[src/include/ifu_params.svh]
// Width, reset vector and PC increment macros for the instruction fetch unit

`ifndef IFU_PARAMS_SVH
`define IFU_PARAMS_SVH

////////////////////////////////////////////////////////////////////////////
// Datapath width

// Data and address width of the fetch path
`define IFU_XLEN 32

////////////////////////////////////////////////////////////////////////////
// Fetch addresses

// First fetch address after reset
`define IFU_RESET_PC 32'h0000_1000

// Sequential PC step for a 32-bit instruction
`define IFU_INCR_32 4

// Sequential PC step for a compressed instruction
`define IFU_INCR_16 2

`endif

[src/source/ifu_pkg.sv]
// Packed structs shared by the fetch request, response, pre-decode and IR paths

`default_nettype none

`include "ifu_params.svh"

package ifu_pkg;

  // Fetch request payload
  typedef struct packed {
    logic [`IFU_XLEN-1:0] pc;
    // Sequential fetch, no redirect
    logic                 seq;
  } fetch_req_t;

  // Fetch response payload
  typedef struct packed {
    logic [`IFU_XLEN-1:0] instr;
    // Bus error on this fetch
    logic                 err;
  } fetch_rsp_t;

  // Pre-decode result of the returned instruction
  typedef struct packed {
    logic                 rv32;
    // Any jump or branch
    logic                 bjp;
    logic                 prdt_taken;
    // Sign-extended jump or branch offset
    logic [`IFU_XLEN-1:0] offset;
  } predecode_t;

  // IR stage payload toward the execute unit
  typedef struct packed {
    logic [`IFU_XLEN-1:0] ir;
    logic [`IFU_XLEN-1:0] pc;
    logic                 buserr;
    logic                 prdt_taken;
  } ir_out_t;

endpackage

`default_nettype wire

[src/source/ifu_branch_predecode.sv]
// Combinational pre-decoder for length, jump/branch kind, offset and static prediction

`timescale 1ns/100ps
`default_nettype none

`include "ifu_params.svh"

module ifu_branch_predecode (
  input  logic [`IFU_XLEN-1:0] instr,
  output ifu_pkg::predecode_t  predecode
);

  logic                 rv32;
  logic                 quad1;
  logic [2:0]           c_funct3;
  logic [6:0]           opcode;

  logic                 dec_jal;
  logic                 dec_bxx;
  logic                 dec_cj;
  logic                 dec_cjal;
  logic                 dec_cbxx;

  logic [`IFU_XLEN-1:0] imm_jal;
  logic [`IFU_XLEN-1:0] imm_bxx;
  logic [`IFU_XLEN-1:0] imm_cj;
  logic [`IFU_XLEN-1:0] imm_cb;
  logic [`IFU_XLEN-1:0] bjp_imm;

  logic                 dec_bjp;
  logic                 prdt_taken;

  ////////////////////////////////////////////////////////////////////////////
  // Length and opcode fields

  // Low two bits all ones mean a 32-bit instruction
  assign rv32     = (instr[1:0] == 2'b11);
  // Compressed quadrant 1 holds C.J, C.JAL and C.Bxx
  assign quad1    = (instr[1:0] == 2'b01);
  assign c_funct3 = instr[15:13];
  assign opcode   = instr[6:0];

  ////////////////////////////////////////////////////////////////////////////
  // Jump and branch recognition

  assign dec_jal  = rv32 & (opcode == 7'b1101111);
  assign dec_bxx  = rv32 & (opcode == 7'b1100011);
  assign dec_cj   = quad1 & (c_funct3 == 3'b101);
  // C.JAL only exists on RV32
  assign dec_cjal = quad1 & (c_funct3 == 3'b001);
  // C.BEQZ and C.BNEZ
  assign dec_cbxx = quad1 & ((c_funct3 == 3'b110) | (c_funct3 == 3'b111));

  ////////////////////////////////////////////////////////////////////////////
  // Offset assembly

  // J-type offset, bit 20 down to 1
  assign imm_jal = {{(`IFU_XLEN-20){instr[31]}}, instr[19:12], instr[20],
                    instr[30:21], 1'b0};

  // B-type offset, bit 12 down to 1
  assign imm_bxx = {{(`IFU_XLEN-12){instr[31]}}, instr[7], instr[30:25],
                    instr[11:8], 1'b0};

  // CJ format shared by C.J and C.JAL
  assign imm_cj  = {{(`IFU_XLEN-11){instr[12]}}, instr[8], instr[10:9], instr[6],
                    instr[7], instr[2], instr[11], instr[5:3], 1'b0};

  // CB format, offset bit 8 down to 1
  assign imm_cb  = {{(`IFU_XLEN-8){instr[12]}}, instr[6:5], instr[2],
                    instr[11:10], instr[4:3], 1'b0};

  // Kinds are mutually exclusive by encoding
  always_comb begin
    if (dec_jal) begin
      bjp_imm = imm_jal;
    end else if (dec_bxx) begin
      bjp_imm = imm_bxx;
    end else if (dec_cj | dec_cjal) begin
      bjp_imm = imm_cj;
    end else begin
      bjp_imm = imm_cb;
    end
  end

  ////////////////////////////////////////////////////////////////////////////
  // Static prediction

  assign dec_bjp = dec_jal | dec_bxx | dec_cj | dec_cjal | dec_cbxx;

  // Jumps always taken, branches taken only when backward
  assign prdt_taken = dec_jal | dec_cj | dec_cjal
                    | ((dec_bxx | dec_cbxx) & bjp_imm[`IFU_XLEN-1]);

  assign predecode = '{rv32:       rv32,
                       bjp:        dec_bjp,
                       prdt_taken: prdt_taken,
                       offset:     bjp_imm};

endmodule

`default_nettype wire

[src/source/ifu_ifetch_top.sv]
// Fetch unit top level with the pre-decoder, PC generator and IR stage

`timescale 1ns/100ps
`default_nettype none

`include "ifu_params.svh"

module ifu_ifetch_top (
  input  logic                 clk,
  input  logic                 rst_n,
  // Fetch request channel
  output logic                 ifu_req_valid,
  input  logic                 ifu_req_ready,
  output ifu_pkg::fetch_req_t  ifu_req,
  // Fetch response channel
  input  logic                 ifu_rsp_valid,
  output logic                 ifu_rsp_ready,
  input  ifu_pkg::fetch_rsp_t  ifu_rsp,
  // IR stage toward the execute unit
  output logic                 ifu_o_valid,
  input  logic                 ifu_o_ready,
  output ifu_pkg::ir_out_t     ifu_o,
  // Pipeline flush, always accepted
  input  logic                 pipe_flush_req,
  input  logic [`IFU_XLEN-1:0] pipe_flush_pc,
  // Halt handshake
  input  logic                 ifu_halt_req,
  output logic                 ifu_halt_ack
);

  ifu_pkg::predecode_t  predecode;
  logic                 rsp_load;
  logic [`IFU_XLEN-1:0] pc_r;
  logic                 flush_real;
  logic                 ir_ready;

  ////////////////////////////////////////////////////////////////////////////
  // Pre-decode of the returned instruction

  ifu_branch_predecode u_ifu_branch_predecode (
    .instr     (ifu_rsp.instr),
    .predecode (predecode)
  );

  ////////////////////////////////////////////////////////////////////////////
  // PC generation and request issue

  ifu_pc_gen u_ifu_pc_gen (
    .clk            (clk),
    .rst_n          (rst_n),
    .ifu_req_valid  (ifu_req_valid),
    .ifu_req_ready  (ifu_req_ready),
    .ifu_req        (ifu_req),
    .ifu_rsp_valid  (ifu_rsp_valid),
    .ifu_rsp_ready  (ifu_rsp_ready),
    .predecode      (predecode),
    .pipe_flush_req (pipe_flush_req),
    .pipe_flush_pc  (pipe_flush_pc),
    .ifu_halt_req   (ifu_halt_req),
    .ifu_halt_ack   (ifu_halt_ack),
    .ir_ready       (ir_ready),
    .rsp_load       (rsp_load),
    .pc_r           (pc_r),
    .flush_real     (flush_real)
  );

  ////////////////////////////////////////////////////////////////////////////
  // Instruction register

  ifu_ir_stage u_ifu_ir_stage (
    .clk         (clk),
    .rst_n       (rst_n),
    .rsp_load    (rsp_load),
    .ifu_rsp     (ifu_rsp),
    .pc_r        (pc_r),
    .prdt_taken  (predecode.prdt_taken),
    .flush_real  (flush_real),
    .ir_ready    (ir_ready),
    .ifu_o_valid (ifu_o_valid),
    .ifu_o_ready (ifu_o_ready),
    .ifu_o       (ifu_o)
  );

endmodule

`default_nettype wire

[src/source/ifu_ir_stage.sv]
// Instruction-register stage holding the fetched instruction toward the execute unit

`timescale 1ns/100ps
`default_nettype none

`include "ifu_params.svh"

module ifu_ir_stage (
  input  logic                 clk,
  input  logic                 rst_n,
  input  logic                 rsp_load,
  input  ifu_pkg::fetch_rsp_t  ifu_rsp,
  input  logic [`IFU_XLEN-1:0] pc_r,
  input  logic                 prdt_taken,
  input  logic                 flush_real,
  output logic                 ir_ready,
  output logic                 ifu_o_valid,
  input  logic                 ifu_o_ready,
  output ifu_pkg::ir_out_t     ifu_o
);

  logic                 ir_valid_r;
  logic                 ir_valid_clr;
  logic                 o_hsk;
  logic [`IFU_XLEN-1:0] ir_r;
  logic [`IFU_XLEN-1:0] ir_pc_r;
  logic                 ir_err_r;
  logic                 ir_prdt_r;

  assign o_hsk = ifu_o_valid & ifu_o_ready;

  ////////////////////////////////////////////////////////////////////////////
  // Valid bit

  // Emptied by the execute unit or by a flush
  assign ir_valid_clr = o_hsk | (flush_real & ir_valid_r);

  // Load wins when it meets an output handshake
  always_ff @(posedge clk) begin
    if (!rst_n) begin
      ir_valid_r <= 1'b0;
    end else if (rsp_load) begin
      ir_valid_r <= 1'b1;
    end else if (ir_valid_clr) begin
      ir_valid_r <= 1'b0;
    end
  end

  // Empty or being emptied
  assign ir_ready = ~ir_valid_r | ir_valid_clr;

  ////////////////////////////////////////////////////////////////////////////
  // Payload

  always_ff @(posedge clk) begin
    if (rsp_load) begin
      ir_r      <= ifu_rsp.instr;
      ir_pc_r   <= pc_r;
      ir_err_r  <= ifu_rsp.err;
      ir_prdt_r <= prdt_taken;
    end
  end

  assign ifu_o_valid = ir_valid_r;

  assign ifu_o = '{ir:         ir_r,
                   pc:         ir_pc_r,
                   buserr:     ir_err_r,
                   prdt_taken: ir_prdt_r};

endmodule

`default_nettype wire

[src/source/ifu_pc_gen.sv]
// PC register, reset request, delayed flush, outstanding flag, halt acknowledge and request issue

`timescale 1ns/100ps
`default_nettype none

`include "ifu_params.svh"

module ifu_pc_gen (
  input  logic                 clk,
  input  logic                 rst_n,
  output logic                 ifu_req_valid,
  input  logic                 ifu_req_ready,
  output ifu_pkg::fetch_req_t  ifu_req,
  input  logic                 ifu_rsp_valid,
  output logic                 ifu_rsp_ready,
  input  ifu_pkg::predecode_t  predecode,
  input  logic                 pipe_flush_req,
  input  logic [`IFU_XLEN-1:0] pipe_flush_pc,
  input  logic                 ifu_halt_req,
  output logic                 ifu_halt_ack,
  input  logic                 ir_ready,
  output logic                 rsp_load,
  output logic [`IFU_XLEN-1:0] pc_r,
  output logic                 flush_real
);

  logic                 req_hsk;
  logic                 rsp_hsk;
  logic                 reset_flag_r;
  logic                 reset_req_r;
  logic                 dly_flush_r;
  logic [`IFU_XLEN-1:0] dly_flush_pc_r;
  logic                 out_flag_r;
  logic                 halt_ack_r;
  logic                 halt_blk;
  logic                 ifu_no_outs;
  logic                 new_req_condi;
  logic                 ifu_new_req;
  logic                 bjp_req;
  logic [`IFU_XLEN-1:0] flush_pc;
  logic [`IFU_XLEN-1:0] pc_incr;
  logic [`IFU_XLEN-1:0] pc_add_op1;
  logic [`IFU_XLEN-1:0] pc_add_op2;
  logic [`IFU_XLEN-1:0] pc_nxt_pre;
  logic [`IFU_XLEN-1:0] pc_nxt;
  logic                 pc_ena;

  assign req_hsk = ifu_req_valid & ifu_req_ready;
  assign rsp_hsk = ifu_rsp_valid & ifu_rsp_ready;

  ////////////////////////////////////////////////////////////////////////////
  // Reset request

  // High while in reset, drops at the first edge out of it
  always_ff @(posedge clk) begin
    reset_flag_r <= ~rst_n;
  end

  // Pending reset-vector fetch, cleared once issued
  always_ff @(posedge clk) begin
    if (!rst_n) begin
      reset_req_r <= 1'b0;
    end else if (reset_flag_r) begin
      reset_req_r <= 1'b1;
    end else if (req_hsk) begin
      reset_req_r <= 1'b0;
    end
  end

  ////////////////////////////////////////////////////////////////////////////
  // Delayed flush

  // Flush that could not ride on a request this cycle
  always_ff @(posedge clk) begin
    if (!rst_n) begin
      dly_flush_r <= 1'b0;
    end else if (pipe_flush_req & ~req_hsk) begin
      dly_flush_r <= 1'b1;
    end else if (req_hsk) begin
      dly_flush_r <= 1'b0;
    end
  end

  // Newest flush target
  always_ff @(posedge clk) begin
    if (pipe_flush_req) begin
      dly_flush_pc_r <= pipe_flush_pc;
    end
  end

  assign flush_real = pipe_flush_req | dly_flush_r;
  assign flush_pc   = pipe_flush_req ? pipe_flush_pc : dly_flush_pc_r;

  ////////////////////////////////////////////////////////////////////////////
  // Outstanding flag and halt acknowledge

  // Set wins over clear when a response and a new request meet
  always_ff @(posedge clk) begin
    if (!rst_n) begin
      out_flag_r <= 1'b0;
    end else if (req_hsk) begin
      out_flag_r <= 1'b1;
    end else if (rsp_hsk) begin
      out_flag_r <= 1'b0;
    end
  end

  // A valid response counts as returned even before it handshakes
  assign ifu_no_outs = ~out_flag_r | ifu_rsp_valid;

  always_ff @(posedge clk) begin
    if (!rst_n) begin
      halt_ack_r <= 1'b0;
    end else if (ifu_halt_req & ifu_no_outs) begin
      halt_ack_r <= 1'b1;
    end else if (~ifu_halt_req) begin
      halt_ack_r <= 1'b0;
    end
  end

  assign ifu_halt_ack = halt_ack_r;

  // Fetching stays stopped until the acknowledge has dropped again
  assign halt_blk = ifu_halt_req | halt_ack_r;

  ////////////////////////////////////////////////////////////////////////////
  // Next PC

  // Prediction only counts on a live response
  assign bjp_req = ifu_rsp_valid & predecode.bjp & predecode.prdt_taken;
  assign pc_incr = predecode.rv32 ? `IFU_INCR_32 : `IFU_INCR_16;

  // Predicted target, then reset vector, then sequential step
  assign pc_add_op1 = bjp_req     ? pc_r :
                      reset_req_r ? `IFU_RESET_PC :
                                    pc_r;
  assign pc_add_op2 = bjp_req     ? predecode.offset :
                      reset_req_r ? '0 :
                                    pc_incr;

  // Flush target beats everything
  assign pc_nxt_pre = flush_real ? flush_pc : (pc_add_op1 + pc_add_op2);
  assign pc_nxt     = {pc_nxt_pre[`IFU_XLEN-1:1], 1'b0};

  ////////////////////////////////////////////////////////////////////////////
  // Request and response channels

  assign ifu_new_req   = ~reset_flag_r & ~halt_blk;
  // Free slot, or the only outstanding fetch returns now
  assign new_req_condi = ~out_flag_r | rsp_hsk;
  assign ifu_req_valid = ifu_new_req & new_req_condi;

  assign ifu_req = '{pc:  pc_nxt,
                     seq: ~flush_real & ~reset_req_r & ~bjp_req};

  // Flush drops the response in flight
  assign ifu_rsp_ready = ~reset_flag_r
                       & (flush_real | (ir_ready & ifu_req_ready & ~halt_blk));

  assign rsp_load = rsp_hsk & ~flush_real;

  // PC of the fetch now outstanding
  assign pc_ena = req_hsk | pipe_flush_req;

  always_ff @(posedge clk) begin
    if (!rst_n) begin
      pc_r <= `IFU_RESET_PC;
    end else if (pc_ena) begin
      pc_r <= pc_nxt;
    end
  end

endmodule

`default_nettype wire

[config.mk]
export PLATFORM = sky130hd
export DESIGN_NAME = ifu_ifetch_top
export DESIGN_NICKNAME = d
export VERILOG_FILES = /design/src/source/ifu_pkg.sv /design/src/source/ifu_branch_predecode.sv /design/src/source/ifu_ifetch_top.sv /design/src/source/ifu_ir_stage.sv /design/src/source/ifu_pc_gen.sv
export VERILOG_INCLUDE_DIRS = /design/src /design/src/include
export SDC_FILE = /design/constraint.sdc
export NUM_CORES = 1
export LEC_CHECK = 0
export BUFFER_PORTS_ARGS = -buffer_cell sky130_fd_sc_hd__buf_2
export CORE_MARGIN = 2
export CORE_UTILIZATION = 35
export CTS_CLUSTER_SIZE = 10
export DETAILED_ROUTE_END_ITERATION = 12
export PLACE_DENSITY = 0.63
export SETUP_SLACK_MARGIN = 0.4
export SLEW_MARGIN = 20
export SYNTH_ARGS = -nofsm -noshare
export SYNTH_HDL_FRONTEND = slang
export SYNTH_SLANG_ARGS = --single-unit
[constraint.sdc]
create_clock -name clk -period 4.4 [get_ports clk]
set_input_delay 0.44 -clock clk [delete_from_list [all_inputs] [get_ports clk]]
set_output_delay 0.44 -clock clk [all_outputs]
set_load 0.01 [all_outputs]
==> flow_metrics.env, run 1 <==
export IMPL_status="finished, final reports clean"
export IMPL_synth_flop_cell="dfxtp_1"
export IMPL_cp_max_fo=9
export IMPL_worstHoldStart="ifu_rsp[0]"
export IMPL_synth_edf_count=65
export IMPL_postPlaceCellArea_um2=8710
export IMPL_synthCells=709
export IMPL_cts_sinks=133
export IMPL_root_buffer="clkbuf_16"
export IMPL_ys_top_cells_by_count="nor2_1, dfxtp_1, edfxtp_1"
export IMPL_yosysTopAreaCell="edfxtp_1"
export IMPL_nets=1078
export IMPL_antenna_found_initial=0
export IMPL_finalMaxSlewViolations=0
export IMPL_grt_pass1_vias=6069
export IMPL_finalHoldViolCount=0
export IMPL_tns_ns=0
export IMPL_critPathLaunch="ifu_rsp[3]"
export IMPL_drc=0
export IMPL_synthToLayoutAreaGrowth_pct=42.6
export IMPL_drtAntennaViolNets=0
export IMPL_die_h_um=146
export IMPL_sw_frac_of_total=0.262
export IMPL_synth_most_common_cell="nor2_1"
export IMPL_cts_max_level=4
export IMPL_die_x_um=146
export IMPL_syn_avg_cell_area_um2=9.99
export IMPL_viasPerCell=5.05
export IMPL_p_total_mw=3.47
export IMPL_max_vdd_ir_drop_mv=0.256
export IMPL_finalNonFillerCells=1258
export IMPL_grt_setup_unrepaired="yes"
export IMPL_worst_setup_path_end_kind="primary output"
export IMPL_grt_pass1_wl_um=32500
export IMPL_cts_buffer_depth=2
export IMPL_critical_path_required_ns=3.96
export IMPL_yosysSeqAreaShare=0.468
export IMPL_holdWs_ns=0.203
export IMPL_reg2reg_slack_ns=1.09
export IMPL_grt_max_degree=51
export IMPL_fin_worst_skew_ns=0.0102
export IMPL_dr_total_vias=6358
export IMPL_post_route_period_util=0.997
export IMPL_die_area_um2=21400
export IMPL_wire_per_inst_um=17.2
export IMPL_tightest_slew_ns=0.788
export IMPL_grtUsageTotal=0.194
export IMPL_worstReg2RegStart="u_ifu_pc_gen.reset_req_r$_SDFFE_PN0P_"
export IMPL_p_seq_frac=0.408
export IMPL_ys_warn_count=0
export IMPL_fin_ws_ns=0.0142
export IMPL_numPortBuffers=171
export IMPL_netlist_area_um2=7080
export IMPL_layout_min_cycle_time_ns=4.39
export IMPL_ys_types=79
export IMPL_core_area_um2=20000
export IMPL_drtIter0Drc=380
export IMPL_cts_buffers=17
export IMPL_start_util=0.354
export IMPL_wirelength_um=21600
export IMPL_switchingPower_mw=0.907
export IMPL_insertion_delay_ns=0.42
export IMPL_path_clk_slew_ns=0.05
export IMPL_rows=52
export IMPL_fmax_ghz=0.228
export IMPL_synth_seq_cells=133
export IMPL_overflow=0
export IMPL_fin_area_um2=10100
export IMPL_slew_headroom=0.473
export IMPL_dp_hpwl_um=15100
export IMPL_dp_cells=1193
export IMPL_synth_top_area_share=0.276
export IMPL_async_flop_share=0
export IMPL_hold_class="input pin to flip-flop"
export IMPL_diodes=0
export IMPL_cap_violations=0
export IMPL_routabilityCongestion=0.896
export IMPL_hold_buffers=0
export IMPL_drtPass1Iterations=5
export IMPL_setup_viol=0
export IMPL_ios=175
export IMPL_ys_top_cells_by_area="edfxtp_1, dfxtp_1, ha_1"
export IMPL_comb_power_share=0.181
export IMPL_power_density_nw_per_um2=343
export IMPL_dp_slack_ns=-0.0914
export IMPL_path_class="input pin to primary output"
export IMPL_clkPwrFrac=0.411
export IMPL_p_leak_nw=4.36
export IMPL_p_int_mw=2.56
export IMPL_worst_setup_path_start_kind="input pin"
export IMPL_layout_drive_gt1_share=0.446
export IMPL_cts_tree="built"
export IMPL_arrival_ns=3.95
export IMPL_fin_util=0.504
-- layout make-up --
cell class	count	area [µm²]
fill	1899	9940
multi-input combinational	521	3980
sequential	133	3310
timing repair buffer	283	1810
clock buffer	24	492
tap	270	338
clock inverter	8	93.8
inverter	19	71.3
-- routing by layer --
layer,wire length (µm),GRT usage,up-vias
met4,329,0.0568,0
met3,1230,0.0359,24
met2,10300,0.325,204
li1,-,-,3089
met1,9730,0.258,3041
met5,0,0,-
-- repair_timing --
| action | in CTS | in global routing |
|---|---|---|
| pin swaps | 24 | 34 |
| gates resized for setup | 38 | 71 |
| setup buffers | 20 | 11 |
| cloned | 1 | 1 |
| setup endpoints to repair | 23 | 25 |
-- power by group through the flow --
stage	sequential, mW	combinational (mW)	clock, mW
2_1_floorplan	1.43	0.329	0
4_1_cts	1.41	0.578	1.45
3_5_place_dp	1.44	0.546	0
6_report	1.41	0.628	1.42
3_3_place_gp	1.44	0.542	0
5_1_grt	1.42	0.683	1.51
-- critical path, stage by stage --
cell and delay (ns):
buf_8 0.10, and2_4 0.15, a21o_1 0.14, a221o_1 0.36, nand2_2 0.13, buf_6 0.13
nand2_8 0.07, and2_4 0.16, ha_4 0.15, inv_2 0.05, fa_2 0.23, nor2b_4 0.05
o2111a_2 0.29, o21a_4 0.23, o41ai_4 0.28, buf_4 0.19, o41ai_4 0.07, o2111ai_1 0.23
o41ai_2 0.12, nor2_1 0.21, buf_2 0.17
-- registers in the layout (all words and copies together) (netlist names) --
name,cells
u_ifu_pc_gen.pc_r,31
u_ifu_ir_stage.ir_err_r,1
u_ifu_ir_stage.ir_pc_r,31
u_ifu_pc_gen.reset_req_r,1
u_ifu_pc_gen.out_flag_r,1
u_ifu_ir_stage.ir_prdt_r,1
u_ifu_pc_gen.dly_flush_pc_r,31
u_ifu_ir_stage.ir_r,32
u_ifu_pc_gen.dly_flush_r,1
u_ifu_ir_stage.ifu_o_valid,1
u_ifu_pc_gen.reset_flag_r,1
u_ifu_pc_gen.ifu_halt_ack,1
-- cell usage in the layout (no fill, tap or decap), drive strengths merged, types with 4 or more instances in the layout --
cell	Yosys	routed
a211oi	11	11
a21o	10	10
a21oi	57	57
a31oi	10	10
and2	33	33
buf	14	282
clkbuf	23	25
clkinv	1	4
dfxtp	68	68
edfxtp	65	65
ha	30	30
inv	18	21
mux2	29	29
mux2i	10	10
nand2	58	58
nand2b	9	9
nand3	12	12
nor2	89	89
nor3	15	15
o211ai	4	4
o21a	13	13
o21ai	37	37
o21bai	7	7
o31ai	4	4
or2	5	5
or3	6	6
xnor2	10	10
xor2	9	9
-- worst paths after layout --
| check | depth (start not counted) | endpoint |
|---|---|---|
| max | 21 | ifu_req[26] |
| max reg2reg | 16 | u_ifu_pc_gen.pc_r[27]$_SDFFE_PN0P_ |
| min | 1 | u_ifu_ir_stage.ir_err_r$_DFFE_PP_ |
| min reg2reg | 0 | u_ifu_ir_stage.ir_pc_r[12]$_DFFE_PP_ |
-- cell families after synthesis --
kind of cell	after synthesis	synth area share
buffers and inverters	56	0.0464
AND/OR/NAND/NOR	240	0.159
AO/OA/AOI/OAI	190	0.187
multiplexers	39	0.0602
XOR/XNOR	19	0.0235
other	1	0.000529
flip-flops	133	0.468
adder cells (fa/ha/maj)	31	0.0558
Power figures use the tool's default switching activity.
==> inputs of run 2 (changes only) <==
--- a/config.mk
+++ b/config.mk
@@ -6,12 +6,13 @@
 export SDC_FILE = /design/constraint.sdc
 export NUM_CORES = 1
 export LEC_CHECK = 0
+export ABC_AREA = 1
 export BUFFER_PORTS_ARGS = -buffer_cell sky130_fd_sc_hd__buf_2
 export CORE_MARGIN = 2
 export CORE_UTILIZATION = 35
 export CTS_CLUSTER_SIZE = 10
 export DETAILED_ROUTE_END_ITERATION = 12
-export PLACE_DENSITY = 0.63
+export PLACE_DENSITY = 0.61
 export SETUP_SLACK_MARGIN = 0.4
 export SLEW_MARGIN = 20
 export SYNTH_ARGS = -nofsm -noshare
==> constraint.sdc (replaced) <==
create_clock -name clk -period 5.7 [get_ports clk]
set_input_delay 0.57 -clock clk [delete_from_list [all_inputs] [get_ports clk]]
set_output_delay 0.57 -clock clk [all_outputs]
set_load 0.01 [all_outputs]
==> run 2 against run 1 <==
Against the previous run: die area rose by 2.7%; sequential power decreased by 23%; combinational power is 44% lower; global-route usage decreased by 0.98 points; design area down 12%; power down 28%; cell count increased by 11%; sequential share of layout area is 4.3 points higher; largest power group is now sequential cells.
==> flow_metrics.env, run 2 <==
export IMPL_grtUsageTotal=0.185
export IMPL_comb_power_share=0.141
export IMPL_postPlaceCellArea_um2=8350
export IMPL_cts_setup_buffers=0
export IMPL_wire_per_inst_um=14.5
export IMPL_syn_avg_cell_area_um2=7.66
export IMPL_cts_buffer_depth=2
export IMPL_routabilityCongestion=0.893
export IMPL_arrival_ns=4.24
export IMPL_cp_max_fo=29
export IMPL_yosysSeqAreaShare=0.455
export IMPL_synth_seq_cells=133
export IMPL_core_area_um2=20300
export IMPL_ios=175
export IMPL_switchingPower_mw=0.705
export IMPL_cts_tree="built"
export IMPL_dr_total_vias=6607
export IMPL_tns_ns=0
export IMPL_async_flop_share=0
export IMPL_layout_drive_gt1_share=0.202
export IMPL_path_clk_slew_ns=0.06
export IMPL_synth_most_common_cell="nand2_1"
export IMPL_largest_reg_flops=32
export IMPL_ys_top_cells_by_area="edfxtp_1, dfxtp_1, nand2_1"
export IMPL_status="finished, final reports clean"
export IMPL_clkPwrFrac=0.424
export IMPL_hold_class="input pin to flip-flop"
export IMPL_drtPass1Iterations=5
export IMPL_p_int_mw=1.79
export IMPL_numPortBuffers=171
export IMPL_root_buffer="clkbuf_16"
export IMPL_finalMaxSlewViolations=0
export IMPL_layout_common_cells="nand2_1, buf_2, inv_1"
export IMPL_die_h_um=148
export IMPL_synth_flop_cell="dfxtp_1"
export IMPL_overflow=0
export IMPL_diodes=0
export IMPL_cts_max_level=4
export IMPL_p_seq_frac=0.435
export IMPL_netlist_area_um2=7280
export IMPL_wirelength_um=20300
export IMPL_p_leak_nw=4.44
export IMPL_synthToLayoutAreaGrowth_pct=22.7
export IMPL_regMostFlops="u_ifu_ir_stage.ir_r"
export IMPL_grt_setup_unrepaired="no"
export IMPL_min_path_cells=1
export IMPL_finalHoldViolCount=0
export IMPL_synth_edf_count=65
export IMPL_tightest_slew_ns=0.798
export IMPL_die_x_um=148
export IMPL_fmax_ghz=0.208
export IMPL_drc=0
export IMPL_grt_pass1_wl_um=31600
export IMPL_dp_hpwl_um=15600
export IMPL_rows=52
export IMPL_hold_buffers=0
export IMPL_insertion_delay_ns=0.42
export IMPL_rr_worst_depth=22
export IMPL_start_util=0.359
export IMPL_crit_top_cell="nand2_1"
export IMPL_slowest_stage="fa_1"
export IMPL_nets=1216
export IMPL_die_area_um2=22000
export IMPL_worst_setup_path_start_kind="input pin"
export IMPL_worst_setup_path_end_kind="primary output"
export IMPL_ys_top_cells_by_count="nand2_1, inv_1, nor2_1"
export IMPL_sw_frac_of_total=0.283
export IMPL_post_route_period_util=0.845
export IMPL_post_cts_resized=0
export IMPL_slew_headroom=0.467
export IMPL_synth_top_area_share=0.268
export IMPL_setup_viol=0
export IMPL_fin_worst_skew_ns=0.00789
export IMPL_cpPeakStageDelay_ns=0.35
export IMPL_path_class="input pin to primary output"
export IMPL_antenna_found_initial=0
export IMPL_grt_pass1_vias=6170
export IMPL_layout_min_cycle_time_ns=4.81
export IMPL_viasPerCell=4.73
export IMPL_final_common_cell="nand2_1"
export IMPL_drtIter0Drc=321
export IMPL_yosysTopAreaCell="edfxtp_1"
export IMPL_drtAntennaViolNets=0
export IMPL_fin_area_um2=8930
export IMPL_critical_path_required_ns=5.13
export IMPL_cts_sinks=133
export IMPL_cap_violations=0
export IMPL_grt_max_degree=44
export IMPL_cts_buffers=17
export IMPL_synthCells=950
export IMPL_ys_warn_count=0
export IMPL_ys_types=47
export IMPL_max_vdd_ir_drop_mv=0.202
export IMPL_power_density_nw_per_um2=279
[run 2: changes by cell type after synthesis, sizes merged, moves of 16 or more]
cell	previous run	this run
nand2	58	270
nor2	89	105
o21ai	37	71
nand3	12	51
mux2	29	0
and2	33	0
inv	18	129
[run 2: kinds of logic after synthesis]
| group | after synthesis | synth area share |
|---|---|---|
| fa+ha+maj | 31 | 0.0543 |
| flops | 133 | 0.455 |
| xor+xnor | 17 | 0.0204 |
| buf+inv | 161 | 0.0904 |
| simple gates | 447 | 0.254 |
| other cells | 1 | 0.000515 |
| compound gates | 160 | 0.125 |
[run 2: through the flow]
step            util  hold WS (ns)  cells  power [mW]  worst slack, ns
2_1_floorplan      -         0.408    951        1.33             1.22
3_3_place_gp   0.411         0.414   1364        1.46            0.790
3_5_place_dp   0.411         0.414   1364        1.46            0.736
4_1_cts        0.440         0.311   1396        2.52            0.728
5_1_grt        0.440         0.312   1396        2.61            0.405
6_report       0.440         0.327   1396        2.49            0.885
[run 2: path summary, 6_finish.rpt]
kind / from / end / slack (ns)
worst min register to register: u_ifu_pc_gen.pc_r[4]$_SDFFE_PN0P_ / u_ifu_ir_stage.ir_pc_r[4]$_DFFE_PP_ / 0.43
worst min-delay path: ifu_rsp[0] / u_ifu_ir_stage.ir_err_r$_DFFE_PP_ / 0.33
worst max-delay path: ifu_rsp[1] / ifu_req[32] / 0.89
worst max register to register: u_ifu_pc_gen.reset_req_r$_SDFFE_PN0P_ / u_ifu_pc_gen.pc_r[27]$_SDFFE_PN0P_ / 2.65
[run 2: routing by layer]
metal  global-route usage  share of wire  up-vias
met5                    0              0        -
met4               0.0590          0.019        0
met3               0.0387          0.048       25
met2                0.321           0.49      173
met1                0.229           0.44     3001
li1                     -              -     3408
[run 2: critical path: cells and delay by family]
kind,cells,cell delay (ns)
AO/OA/AOI/OAI,1,0.22
adder cells (fa/ha/maj),2,0.54
buffers and inverters,6,0.57
AND/OR/NAND/NOR,20,2.32
[run 2: final cells by class]
class / instances / area, µm²
clock buffers: 19 / 464
inverters: 130 / 493
fillers: 2101 / 11400
multi-input cells: 657 / 3320
repair buffers: 174 / 891
flip-flops and latches: 133 / 3310
well taps: 270 / 338
clock inverters: 13 / 114
[run 2: power groups by stage]
| stage | sequential, mW | clock [mW] | combinational (mW) |
|---|---|---|---|
| after global routing | 1.09 | 1.12 | 0.397 |
| after floorplan | 1.10 | 0 | 0.225 |
| after CTS | 1.08 | 1.08 | 0.357 |
| final | 1.08 | 1.06 | 0.352 |
| after detailed placement | 1.10 | 0 | 0.355 |
| after global placement | 1.10 | 0 | 0.352 |
